==> src/hw/mips_pkg.sv <==
package mips_pkg;

    // --------------------
    // major opcodes
    // --------------------
    typedef enum logic [5:0] {
        OP_RTYPE = 6'h00,  // funct selects the op.
        OP_BEQ   = 6'h04,
        OP_BNE   = 6'h05,
        OP_BLEZ  = 6'h06,
        OP_BGTZ  = 6'h07,
        OP_ADDIU = 6'h09,
        OP_ANDI  = 6'h0c,
        OP_ORI   = 6'h0d,
        OP_LUI   = 6'h0f,
        OP_LW    = 6'h23,
        OP_LBU   = 6'h24,
        OP_SB    = 6'h28,
        OP_SW    = 6'h2b,
        OP_NONE  = 6'h3f   // no control transfer this cycle.
    } opcode_e;

    // r-type function codes.
    typedef enum logic [5:0] {
        F_SLL  = 6'h00,
        F_SRL  = 6'h02,
        F_JR   = 6'h08,
        F_ADDU = 6'h21,
        F_SUBU = 6'h23,
        F_AND  = 6'h24,
        F_OR   = 6'h25,
        F_XOR  = 6'h26,
        F_SLT  = 6'h2a,
        F_SLTU = 6'h2b
    } funct_e;

    typedef enum logic [3:0] {
        ALU_ADD, ALU_SUB, ALU_AND, ALU_OR, ALU_XOR,
        ALU_SLT, ALU_SLTU, ALU_SLL, ALU_SRL, ALU_LUI
    } alu_op_e;

    // --------------------
    // instruction word
    // --------------------
    typedef struct packed {
        opcode_e    opcode;
        logic [4:0] rs;
        logic [4:0] rt;
        logic [4:0] rd;
        logic [4:0] shamt;
        funct_e     funct;
    } r_fmt_t;

    typedef struct packed {
        opcode_e     opcode;
        logic [4:0]  rs;
        logic [4:0]  rt;
        logic [15:0] imm16;
    } i_fmt_t;

    typedef union packed {
        r_fmt_t r_fmt;
        i_fmt_t i_fmt;
    } instr_u;

    typedef enum logic [2:0] {
        FETCH, DECODE, EXEC, MEM, WB, HALT
    } cpu_state_e;

endpackage

==> src/hw/exec_if.sv <==
`timescale 1ns/1ps

interface exec_if import mips_pkg::*; ();

    alu_op_e     alu_op;
    logic [31:0] operand_a;
    logic [31:0] operand_b;
    logic [4:0]  shamt;
    opcode_e     branch_op;   // OP_NONE outside exec.
    logic [15:0] imm16;
    logic        pc_advance;  // one pulse per retired instruction.
    logic [31:0] alu_result;
    logic [31:0] pc;
    logic        halted;

    modport ctrl (
        output alu_op, operand_a, operand_b, shamt, branch_op, imm16, pc_advance,
        input  alu_result, pc, halted
    );

    modport dp (
        input  alu_op, operand_a, operand_b, shamt, branch_op, imm16, pc_advance,
        output alu_result, pc, halted
    );

endinterface

==> src/hw/reg_file.sv <==
`timescale 1ns/1ps

module reg_file (
    input  logic        clk,
    input  logic        rst,
    input  logic [4:0]  rs_addr,
    input  logic [4:0]  rt_addr,
    output logic [31:0] rs_data,
    output logic [31:0] rt_data,
    input  logic        wr_en,
    input  logic [4:0]  wr_addr,
    input  logic [31:0] wr_data,
    output logic [31:0] v0
);

    logic [31:0] regs [32];

    always_ff @(posedge clk) begin
        if (rst) begin
            for (int i = 0; i < 32; i++) begin
                regs[i] <= '0;
            end
        end else if (wr_en && wr_addr != 5'd0) begin
            regs[wr_addr] <= wr_data;  // $zero never written.
        end
    end

    // combinational read ports.
    assign rs_data = regs[rs_addr];
    assign rt_data = regs[rt_addr];

    // $v0 tap for the result check.
    assign v0 = regs[2];

endmodule

==> src/hw/alu.sv <==
`timescale 1ns/1ps

module alu import mips_pkg::*; (
    exec_if.dp ex
);

    logic [31:0] a;
    logic [31:0] b;
    logic [31:0] result;

    assign a = ex.operand_a;
    assign b = ex.operand_b;

    // --------------------
    // operation select
    // --------------------
    always_comb begin
        case (ex.alu_op)
            ALU_ADD: begin
                result = a + b;
            end
            ALU_SUB: begin
                result = a - b;
            end
            ALU_AND: begin
                result = a & b;
            end
            ALU_OR: begin
                result = a | b;
            end
            ALU_XOR: begin
                result = a ^ b;
            end
            ALU_SLT: begin
                result = {31'd0, $signed(a) < $signed(b)};
            end
            ALU_SLTU: begin
                result = {31'd0, a < b};
            end
            ALU_SLL: begin
                result = b << ex.shamt;  // shifts take rt.
            end
            ALU_SRL: begin
                result = b >> ex.shamt;
            end
            ALU_LUI: begin
                result = b << 16;
            end
            default: begin
                result = '0;
            end
        endcase
    end

    assign ex.alu_result = result;

endmodule

==> src/hw/branch_unit.sv <==
`timescale 1ns/1ps

module branch_unit import mips_pkg::*; #(
    parameter logic [31:0] RESET_VECTOR = 32'd4
) (
    input  logic clk,
    input  logic rst,
    exec_if.dp   ex
);

    logic [31:0] pc_q;
    logic [31:0] pc_plus4;
    logic [31:0] br_target;
    logic [31:0] target_q;
    logic        target_valid;  // taken branch not yet retired.
    logic        in_slot;       // delay slot is executing.
    logic        taken;
    logic        halted_q;

    assign pc_plus4  = pc_q + 32'd4;
    assign br_target = pc_plus4 + {{14{ex.imm16[15]}}, ex.imm16, 2'b00};

    // --------------------
    // branch condition
    // --------------------
    always_comb begin
        case (ex.branch_op)
            OP_BEQ:   taken = (ex.operand_a == ex.operand_b);
            OP_BNE:   taken = (ex.operand_a != ex.operand_b);
            OP_BLEZ:  taken = ($signed(ex.operand_a) <= 32'sd0);
            OP_BGTZ:  taken = ($signed(ex.operand_a) > 32'sd0);
            OP_RTYPE: taken = 1'b1;  // jr always taken.
            default:  taken = 1'b0;
        endcase
    end

    always_ff @(posedge clk) begin
        if (taken) begin
            target_q <= (ex.branch_op == OP_RTYPE) ? ex.operand_a : br_target;
        end
    end

    always_ff @(posedge clk) begin
        if (rst) begin
            pc_q         <= RESET_VECTOR;
            target_valid <= 1'b0;
            in_slot      <= 1'b0;
            halted_q     <= 1'b0;
        end else begin
            if (taken) begin
                target_valid <= 1'b1;
            end
            if (ex.pc_advance) begin
                if (in_slot) begin
                    pc_q    <= target_q;  // redirect once the slot retires.
                    in_slot <= 1'b0;
                    if (target_q == 32'd0) begin
                        halted_q <= 1'b1;
                    end
                end else begin
                    pc_q         <= pc_plus4;
                    in_slot      <= target_valid;
                    target_valid <= 1'b0;
                end
            end
        end
    end

    assign ex.pc     = pc_q;
    assign ex.halted = halted_q;

endmodule

==> src/hw/cpu_control.sv <==
`timescale 1ns/1ps

module cpu_control import mips_pkg::*; (
    input  logic        clk,
    input  logic        rst,
    exec_if.ctrl        ex,
    output logic [4:0]  rs_addr,
    output logic [4:0]  rt_addr,
    input  logic [31:0] rs_data,
    input  logic [31:0] rt_data,
    output logic        wr_en,
    output logic [4:0]  wr_addr,
    output logic [31:0] wr_data,
    output logic        active,
    output logic [31:0] address,
    output logic        read,
    output logic        write,
    output logic [31:0] writedata,
    output logic [3:0]  byteenable,
    input  logic [31:0] readdata,
    input  logic        waitrequest
);

    cpu_state_e  state;
    instr_u      ir;
    logic        boot;     // bus kept idle in the first cycle out of reset.
    logic [31:0] op_a_q;
    logic [31:0] op_b_q;
    logic [31:0] res_q;    // alu result, then load data.

    alu_op_e     alu_op;
    opcode_e     br_op;
    logic        use_imm;
    logic        zero_ext;
    logic        reg_wr;
    logic        mem_rd;
    logic        mem_wr;
    logic        byte_acc;
    logic [4:0]  dest;
    logic [31:0] imm_ext;
    logic [4:0]  lane_shift;
    logic [31:0] byte_lane;
    logic [31:0] load_data;
    logic [31:0] addr_raw;

    // --------------------
    // decode
    // --------------------
    always_comb begin
        alu_op   = ALU_ADD;
        br_op    = OP_NONE;
        use_imm  = 1'b1;
        zero_ext = 1'b0;
        reg_wr   = 1'b0;
        mem_rd   = 1'b0;
        mem_wr   = 1'b0;
        byte_acc = 1'b0;
        dest     = ir.i_fmt.rt;
        case (ir.i_fmt.opcode)
            OP_RTYPE: begin
                use_imm = 1'b0;
                dest    = ir.r_fmt.rd;
                reg_wr  = 1'b1;
                case (ir.r_fmt.funct)
                    F_ADDU: alu_op = ALU_ADD;
                    F_SUBU: alu_op = ALU_SUB;
                    F_AND:  alu_op = ALU_AND;
                    F_OR:   alu_op = ALU_OR;
                    F_XOR:  alu_op = ALU_XOR;
                    F_SLT:  alu_op = ALU_SLT;
                    F_SLTU: alu_op = ALU_SLTU;
                    F_SLL:  alu_op = ALU_SLL;
                    F_SRL:  alu_op = ALU_SRL;
                    F_JR: begin
                        reg_wr = 1'b0;
                        br_op  = OP_RTYPE;  // jr on the branch bus.
                    end
                    default: reg_wr = 1'b0;
                endcase
            end
            OP_ADDIU: reg_wr = 1'b1;
            OP_ANDI: begin
                alu_op   = ALU_AND;
                zero_ext = 1'b1;
                reg_wr   = 1'b1;
            end
            OP_ORI: begin
                alu_op   = ALU_OR;
                zero_ext = 1'b1;
                reg_wr   = 1'b1;
            end
            OP_LUI: begin
                alu_op = ALU_LUI;
                reg_wr = 1'b1;
            end
            OP_LW: begin
                mem_rd = 1'b1;
                reg_wr = 1'b1;
            end
            OP_LBU: begin
                mem_rd   = 1'b1;
                byte_acc = 1'b1;
                reg_wr   = 1'b1;
            end
            OP_SW: mem_wr = 1'b1;
            OP_SB: begin
                mem_wr   = 1'b1;
                byte_acc = 1'b1;
            end
            OP_BEQ, OP_BNE, OP_BLEZ, OP_BGTZ: begin
                use_imm = 1'b0;  // compare rs against rt.
                br_op   = ir.i_fmt.opcode;
            end
            default: use_imm = 1'b1;
        endcase
    end

    assign imm_ext = zero_ext ? {16'h0000, ir.i_fmt.imm16}
                              : {{16{ir.i_fmt.imm16[15]}}, ir.i_fmt.imm16};
    assign rs_addr = ir.i_fmt.rs;
    assign rt_addr = ir.i_fmt.rt;

    // --------------------
    // state machine
    // --------------------
    always_ff @(posedge clk) begin
        if (rst) begin
            state <= FETCH;
            boot  <= 1'b1;
        end else begin
            boot <= 1'b0;
            case (state)
                FETCH: begin
                    if (ex.halted) begin
                        state <= HALT;
                    end else if (!boot && !waitrequest) begin
                        state <= DECODE;
                    end
                end
                DECODE: state <= EXEC;
                EXEC:   state <= (mem_rd || mem_wr) ? MEM : WB;
                MEM: begin
                    if (!waitrequest) begin
                        state <= WB;
                    end
                end
                WB:      state <= FETCH;
                HALT:    state <= HALT;  // held until reset.
                default: state <= FETCH;
            endcase
        end
    end

    always_ff @(posedge clk) begin
        if (state == FETCH && read && !waitrequest) begin
            ir <= readdata;
        end
        if (state == DECODE) begin
            op_a_q <= rs_data;
            op_b_q <= use_imm ? imm_ext : rt_data;
        end
        if (state == EXEC) begin
            res_q <= ex.alu_result;
        end else if (state == MEM && mem_rd && !waitrequest) begin
            res_q <= load_data;
        end
    end

    // --------------------
    // datapath side
    // --------------------
    assign ex.alu_op     = alu_op;
    assign ex.operand_a  = op_a_q;
    assign ex.operand_b  = op_b_q;
    assign ex.shamt      = ir.r_fmt.shamt;
    assign ex.imm16      = ir.i_fmt.imm16;
    assign ex.branch_op  = (state == EXEC) ? br_op : OP_NONE;
    assign ex.pc_advance = (state == WB);

    assign wr_en   = (state == WB) && reg_wr;
    assign wr_addr = dest;
    assign wr_data = res_q;
    assign active  = (state != HALT);

    // avalon master.
    assign lane_shift = {res_q[1:0], 3'b000};
    assign addr_raw   = (state == MEM) ? res_q : ex.pc;
    assign address    = {addr_raw[31:2], 2'b00};
    assign read       = (state == FETCH && !boot && !ex.halted) || (state == MEM && mem_rd);
    assign write      = (state == MEM) && mem_wr;
    assign byteenable = (state == MEM && mem_wr && byte_acc) ? (4'b0001 << res_q[1:0])
                                                             : 4'b1111;
    assign writedata  = byte_acc ? ({24'h000000, rt_data[7:0]} << lane_shift) : rt_data;
    assign byte_lane  = readdata >> lane_shift;
    assign load_data  = byte_acc ? {24'h000000, byte_lane[7:0]} : readdata;

endmodule

==> src/hw/cpu_top.sv <==
`timescale 1ns/1ps

module cpu_top #(
    parameter logic [31:0] RESET_VECTOR = 32'd4
) (
    input  logic        clk,
    input  logic        rst,
    output logic        active,
    output logic [31:0] register_v0,
    output logic [31:0] address,
    output logic        read,
    output logic        write,
    output logic [31:0] writedata,
    output logic [3:0]  byteenable,
    input  logic [31:0] readdata,
    input  logic        waitrequest
);

    logic [4:0]  rs_addr;
    logic [4:0]  rt_addr;
    logic [31:0] rs_data;
    logic [31:0] rt_data;
    logic        wr_en;
    logic [4:0]  wr_addr;
    logic [31:0] wr_data;

    exec_if ex_bus ();

    // --------------------
    // control and datapath
    // --------------------
    cpu_control u_ctrl (
        .clk         (clk),
        .rst         (rst),
        .ex          (ex_bus.ctrl),
        .rs_addr     (rs_addr),
        .rt_addr     (rt_addr),
        .rs_data     (rs_data),
        .rt_data     (rt_data),
        .wr_en       (wr_en),
        .wr_addr     (wr_addr),
        .wr_data     (wr_data),
        .active      (active),
        .address     (address),
        .read        (read),
        .write       (write),
        .writedata   (writedata),
        .byteenable  (byteenable),
        .readdata    (readdata),
        .waitrequest (waitrequest)
    );

    reg_file u_regs (
        .clk     (clk),
        .rst     (rst),
        .rs_addr (rs_addr),
        .rt_addr (rt_addr),
        .rs_data (rs_data),
        .rt_data (rt_data),
        .wr_en   (wr_en),
        .wr_addr (wr_addr),
        .wr_data (wr_data),
        .v0      (register_v0)
    );

    alu u_alu (
        .ex (ex_bus.dp)
    );

    branch_unit #(
        .RESET_VECTOR (RESET_VECTOR)
    ) u_branch (
        .clk (clk),
        .rst (rst),
        .ex  (ex_bus.dp)
    );

endmodule

==> config.mk <==
export PLATFORM = sky130hd
export DESIGN_NAME = cpu_top
export DESIGN_NICKNAME = d
export VERILOG_FILES = /design/src/hw/mips_pkg.sv /design/src/hw/exec_if.sv /design/src/hw/reg_file.sv /design/src/hw/alu.sv /design/src/hw/branch_unit.sv /design/src/hw/cpu_control.sv /design/src/hw/cpu_top.sv
export SDC_FILE = /design/constraint.sdc
export NUM_CORES = 2
export LEC_CHECK = 0
export BUFFER_PORTS_ARGS = -buffer_cell sky130_fd_sc_hd__buf_2
export CAP_MARGIN = 15
export CORE_MARGIN = 5
export CORE_UTILIZATION = 55
export CTS_CLUSTER_SIZE = 24
export DETAILED_ROUTE_END_ITERATION = 10
export GPL_TIMING_DRIVEN = 0
export PLACE_DENSITY_LB_ADDON = 0.12
export SETUP_SLACK_MARGIN = 0.15
export SLEW_MARGIN = 20
export SYNTH_ARGS = -nofsm -noshare
export SYNTH_HDL_FRONTEND = slang
export SYNTH_SLANG_ARGS = --single-unit
==> constraint.sdc <==
create_clock -name clk -period 7.68 [get_ports clk]
set_clock_uncertainty 0.2 [all_clocks]
set_input_delay 0.384 -clock clk [delete_from_list [all_inputs] [get_ports clk]]
set_output_delay 0.384 -clock clk [all_outputs]
set_load 0.05 [all_outputs]
**After elaboration in Yosys (flattened, before gate mapping)**

Memory sizes are Yosys's and may differ from the RTL's. A register that Yosys moved wholly into a read port is not among the register bits.
Index checks and enable logic that the tools add are counted.

- Bits in latches: 0
- Memories: 1
- RAM bits: 1024
- Register bits: 167
- Output and inout bits: 103
- Input port bits: 35
- Logic and storage cells: 148
- Memory bits (read-only): 0

Memories:

| memory | depth | bits a word | rd ports | clocked after Yosys merged registers in | write ports | line | RTL |
|---|---|---|---|---|---|---|---|
| u_regs.regs | 32 | 32 | 3 | 2 | 32 | reg_file.sv:16 | `logic [31:0] regs [32];` |

- Bitwise operators: 3
- $lt $le $gt $ge: 4
- Multipliers: 0
- Add/sub/neg operators: 4
- Div/mod/pow operators: 0
- Muxes and demuxes: 42
- Reductions and logical operators: 35
- Eq/ne operators: 44
- Shifts and indexed selects: 5

Operator list:

| operator | number |
|---|---|
| 32-bit 2-to-1 mux | 10 |
| 32-bit one-hot mux with 10 select lines | 1 |
| 6-bit == test, second input constant | 11 |
| 32-bit adder | 2 |
| 32-bit < comparator | 2 |
| 6-bit by 3-bit == test with 1-bit output, second input constant | 8 |
| 32-bit by 3-bit adder with 32-bit output, second input constant | 1 |
| 32-bit AND | 1 |
| 32-bit == test | 1 |
| 32-bit by 1-bit greater-than comparator with 1-bit output, second input constant | 1 |
| 32-bit by 1-bit <= comparator with 1-bit output, second input constant | 1 |
| 32-bit zero test | 1 |
| 32-bit inequality test | 1 |
| 32-bit bitwise OR | 1 |
| 4-bit one-hot mux with 8 select lines | 1 |
| 32-bit OR reduction | 1 |
| 32-bit by 5-bit << shifter with 32-bit output | 1 |
| 8-bit by 5-bit << shifter with 32-bit output | 1 |
| 32-bit by 5-bit right shift with 32-bit output | 1 |
| 32-bit by 5-bit right shift with 8-bit output | 1 |
| 32-bit subtractor | 1 |
| 32-bit bitwise XOR | 1 |
| 6-bit by 4-bit == test with 1-bit output, second input constant | 5 |
| 6-bit zero test | 3 |
| 36 further kinds | 79 |

**Depth between registers and ports, before layout**

- Depth after elaboration: 11
- Depth in mapped cells: 16
- Gate-level depth less buffers: 16

**Worst setup path before layout**

Ideal clock, no wire load.

- Kind: reg-to-reg
- Start point: register u_ctrl.state[0]
- End point: register u_ctrl.op_a_q[0], in the netlist u_ctrl.ex.operand_a[0], read port of u_regs.regs (enable)
- Slack: 1617 ps
- Buffers on the path: 1
- Clock period less this slack: 6063 ps
- Setup time: 578 ps
- Cell stages (with the launch flop): 3
- Arrival time: 5285 ps
- Path through: dfxtp_1 > clkbuf_1 > nor3b_1

- Cells in the longest elaborated chain, start to end: 1

RTL lines:

| item | line | RTL |
|---|---|---|
| from (decl) | cpu_control.sv:24 | `cpu_state_e state;` |
| from (signal assigned) | cpu_control.sv:141 | `EXEC: state <= (mem_rd \|\| mem_wr) ? MEM : WB;` |
| 3-bit by 1-bit == test with 1-bit output | cpu_control.sv:158 | `if (state == DECODE) begin` |
| to (decl) | cpu_control.sv:27 | `logic [31:0] op_a_q;` |

Every way passes these cells.
A chain may end at the register's enable or synchronous reset.

==> impl_metrics.json <==
{
  "status": "finished clean",
  "critPathCaptureType": "output pin",
  "p_per_area_nw_per_um2": 227.3,
  "grt_usage": 0.3918,
  "synth_cells": 5521,
  "grt-ovfl-total": 0,
  "worstPathArrival_ns": 5.63,
  "hp-class": "primary input to register",
  "clkSinkCount": 1228,
  "ios": 138,
  "slew_headroom": 0.1879,
  "crit_type": "register to output pin",
  "antenna_left": 0,
  "synth_edf_count": 1184,
  "drc": 0,
  "dp_hpwl_um": 223200,
  "grt_pass1_vias": 51230,
  "postCtsSetupBuffers": 0,
  "antenna_found_initial": 23,
  "seq_power_share": 0.427,
  "row_count": 134,
  "die_x_um": 376.5,
  "yosysWarningCount": 0,
  "synth-seq-cells": 1228,
  "rsz0062_at_grt": "no",
  "mostFrequentLayoutCell": "edfxtp_1",
  "portBuffers": 135,
  "finalSetupViolCount": 0,
  "drive_above_1_share": 0.2214,
  "ys_seq_area_frac": 0.4933,
  "die_h_um": 376.5,
  "grt_max_degree": 33,
  "wirelength_um": 279400,
  "crit_fanout": 10,
  "combPwrFrac": 0.213,
  "whs_ns": 0.1108,
  "drtPass1Iterations": 8,
  "p_int_mw": 12.88,
  "worstPathRequired_ns": 7.10,
  "worst_setup_path_start_kind": "register",
  "syn_avg_cell_area_um2": 13.38,
  "cts_tree": "yes",
  "vdd.ir_drop.worst_mv": 0.2156,
  "design_area_um2": 81990,
  "via_per_inst": 6.834,
  "grt_pass1_wl_um": 387500,
  "htree_levels": 4,
  "tns_ns": 0,
  "async_flop_share": 0,
  "clk_latency_ns": 0.79,
  "placed_area_um2": 77100,
  "start_util": 0.5534,
  "min_period_ns": 6.211,
  "cts_buffers": 137,
  "core_um2": 133500,
  "place.gp.congestion": 1.039,
  "worst_pin_slew_ns": 1.202,
  "fin_crit_sh": 0.8087,
  "cts.repair.resized": 0,
  "hold_viol_final": 0,
  "slew_viol_final": 0,
  "wl_per_cell_um": 36.04,
  "final_cell_mix": "edfxtp_1, and2_1, mux4_2, clkbuf_1, nor2_1",
  "clk_pin_slew_ns": 0.06,
  "synthFlopType": "edfxtp_1",
  "max_cap_violations": 0,
  "synth_area_um2": 73860,
  "p_sw_mw": 5.757,
  "drt_iter0_drc": 8032,
  "pwr-share-clk": 0.360,
  "finalPower_mw": 18.64,
  "switching_share": 0.3089,
  "fill_cells": 10350,
  "root_buffer": "clkbuf_16",
  "p_leak_nw": 29.77,
  "ys_types": 100,
  "dieArea_um2": 141700,
  "finalNetCount": 6039,
  "num_vias": 52980,
  "cts_buffer_depth": 3,
  "fmax_ghz": 0.1610,
  "area_growth_pct": 11.00
}
==> logic make-up after synthesis <==
family | after synthesis | synth area share
adders and majority gates | 129 | 0.02216
and+or+nand+nor | 1812 | 0.1370
muxes | 897 | 0.2396
buffers and inverters | 634 | 0.03376
xor gates and xnor gates | 82 | 0.009724
other | 1 | 0.00005077
AOI/OAI and AO/OA | 738 | 0.06448
DFF | 1228 | 0.4933
==> what timing repair did <==
| action | CTS | global route |
|---|---|---|
| setup endpoints to repair | 0 | 0 |
| hold endpoints to repair | 64 | 0 |
| hold buffers | 34 | 0 |
==> power by group through the flow <==
stage	Combinational [mW]	Clock, mW	Sequential [mW]
2_1_floorplan	2.43	0	7.91
3_3_place_gp	3.78	0	8.07
3_5_place_dp	3.81	0	8.08
4_1_cts	3.84	6.71	7.94
5_1_grt	4.08	6.99	7.97
6_report	3.96	6.71	7.97
==> cells in the mapped netlist (22+ instances only) <==
cell type | n | share of area
ha_1 | 126 | 0.021
o211ai_1 | 48 | 0.0049
dfxtp_1 | 44 | 0.012
nor2_1 | 298 | 0.015
nand2b_1 | 22 | 0.0019
o21ai_0 | 152 | 0.010
a221oi_1 | 25 | 0.0030
a31oi_1 | 36 | 0.0030
mux2_2 | 125 | 0.019
or2_2 | 45 | 0.0038
nand3_1 | 40 | 0.0027
and2_1 | 1015 | 0.086
and3_1 | 23 | 0.0019
mux2i_1 | 88 | 0.012
nor3_1 | 53 | 0.0036
buf_1 | 66 | 0.0034
a21o_1 | 36 | 0.0037
edfxtp_1 | 1184 | 0.48
xor2_1 | 31 | 0.0037
clkbuf_1 | 391 | 0.020
inv_1 | 111 | 0.0056
xnor2_1 | 51 | 0.0060
mux4_2 | 683 | 0.21
nand2_1 | 185 | 0.0094
nor4_1 | 32 | 0.0027
a21oi_1 | 235 | 0.016
buf_2 | 52 | 0.0035
==> worst max-delay path, cell delays in order (launching register included) <==
cell      delay [ns]
dfxtp_1         0.47
clkbuf_1        0.46
clkbuf_1        0.94
clkbuf_1        0.86
mux4_2          0.44
mux4_2          0.54
mux2i_1         0.59
a21oi_1         0.24
buf_2           0.28
==> flip-flops by register name, indices dropped and copies added (netlist names), named ones only <==
register	cells
u_regs.regs	1024
u_branch.ex.pc	32
u_branch.target_q	32
u_ctrl.ex.operand_a	32
u_ctrl.ex.operand_b	32
u_ctrl.ir	32
u_ctrl.wr_data	32
u_ctrl.state	3
u_branch.ex.halted	1
u_branch.in_slot	1
u_branch.target_valid	1
u_ctrl.boot	1
==> metrics by stage <==
step | worst slack (ns) | util | cells
6_report | 1.469 | 0.6143 | 7752
5_1_grt | 1.428 | 0.6142 | 7744
2_1_floorplan | 1.617 | - | 5554
3_3_place_gp | -1.202 | 0.5760 | 7457
3_5_place_dp | 2.391 | 0.5777 | 7470
4_1_cts | 1.515 | 0.6141 | 7744
==> final timing paths <==
| check | slack [ns] | cells after the start | start | end |
|---|---|---|---|---|
| max | 1.47 | 8 | register | writedata[16] |
| min | 0.11 | 2 | rst | u_ctrl.boot |
| max reg2reg | 2.30 | 11 | u_ctrl.ir[7] | u_ctrl.wr_data[3] |
| min reg2reg | 0.29 | 2 | u_branch.target_valid | u_branch.in_slot |
==> per-layer routing <==
layer  vias to the layer above  GRT usage  share of wire
met2                      3577     0.6040           0.45
met5                         -          0       0.000050
met1                     26930     0.5167           0.36
li1                      21830          -              -
met3                       645    0.09692           0.12
met4                         2     0.2121          0.066
==> area by class of cell <==
type	instances	area [um^2]	area share
flip-flops and latches	1228	36430	0.4444
multi-input cells	3692	35100	0.4281
clock buffers	160	3557	0.04339
well taps	1768	2212	0.02698
plain buffers	521	2103	0.02565
repair buffers	182	1172	0.01430
clock inverters	80	964.7	0.01177
inverters	113	424.2	0.005173
diodes	8	20.02	0.0002442
(Power assumes the default switching activity.)
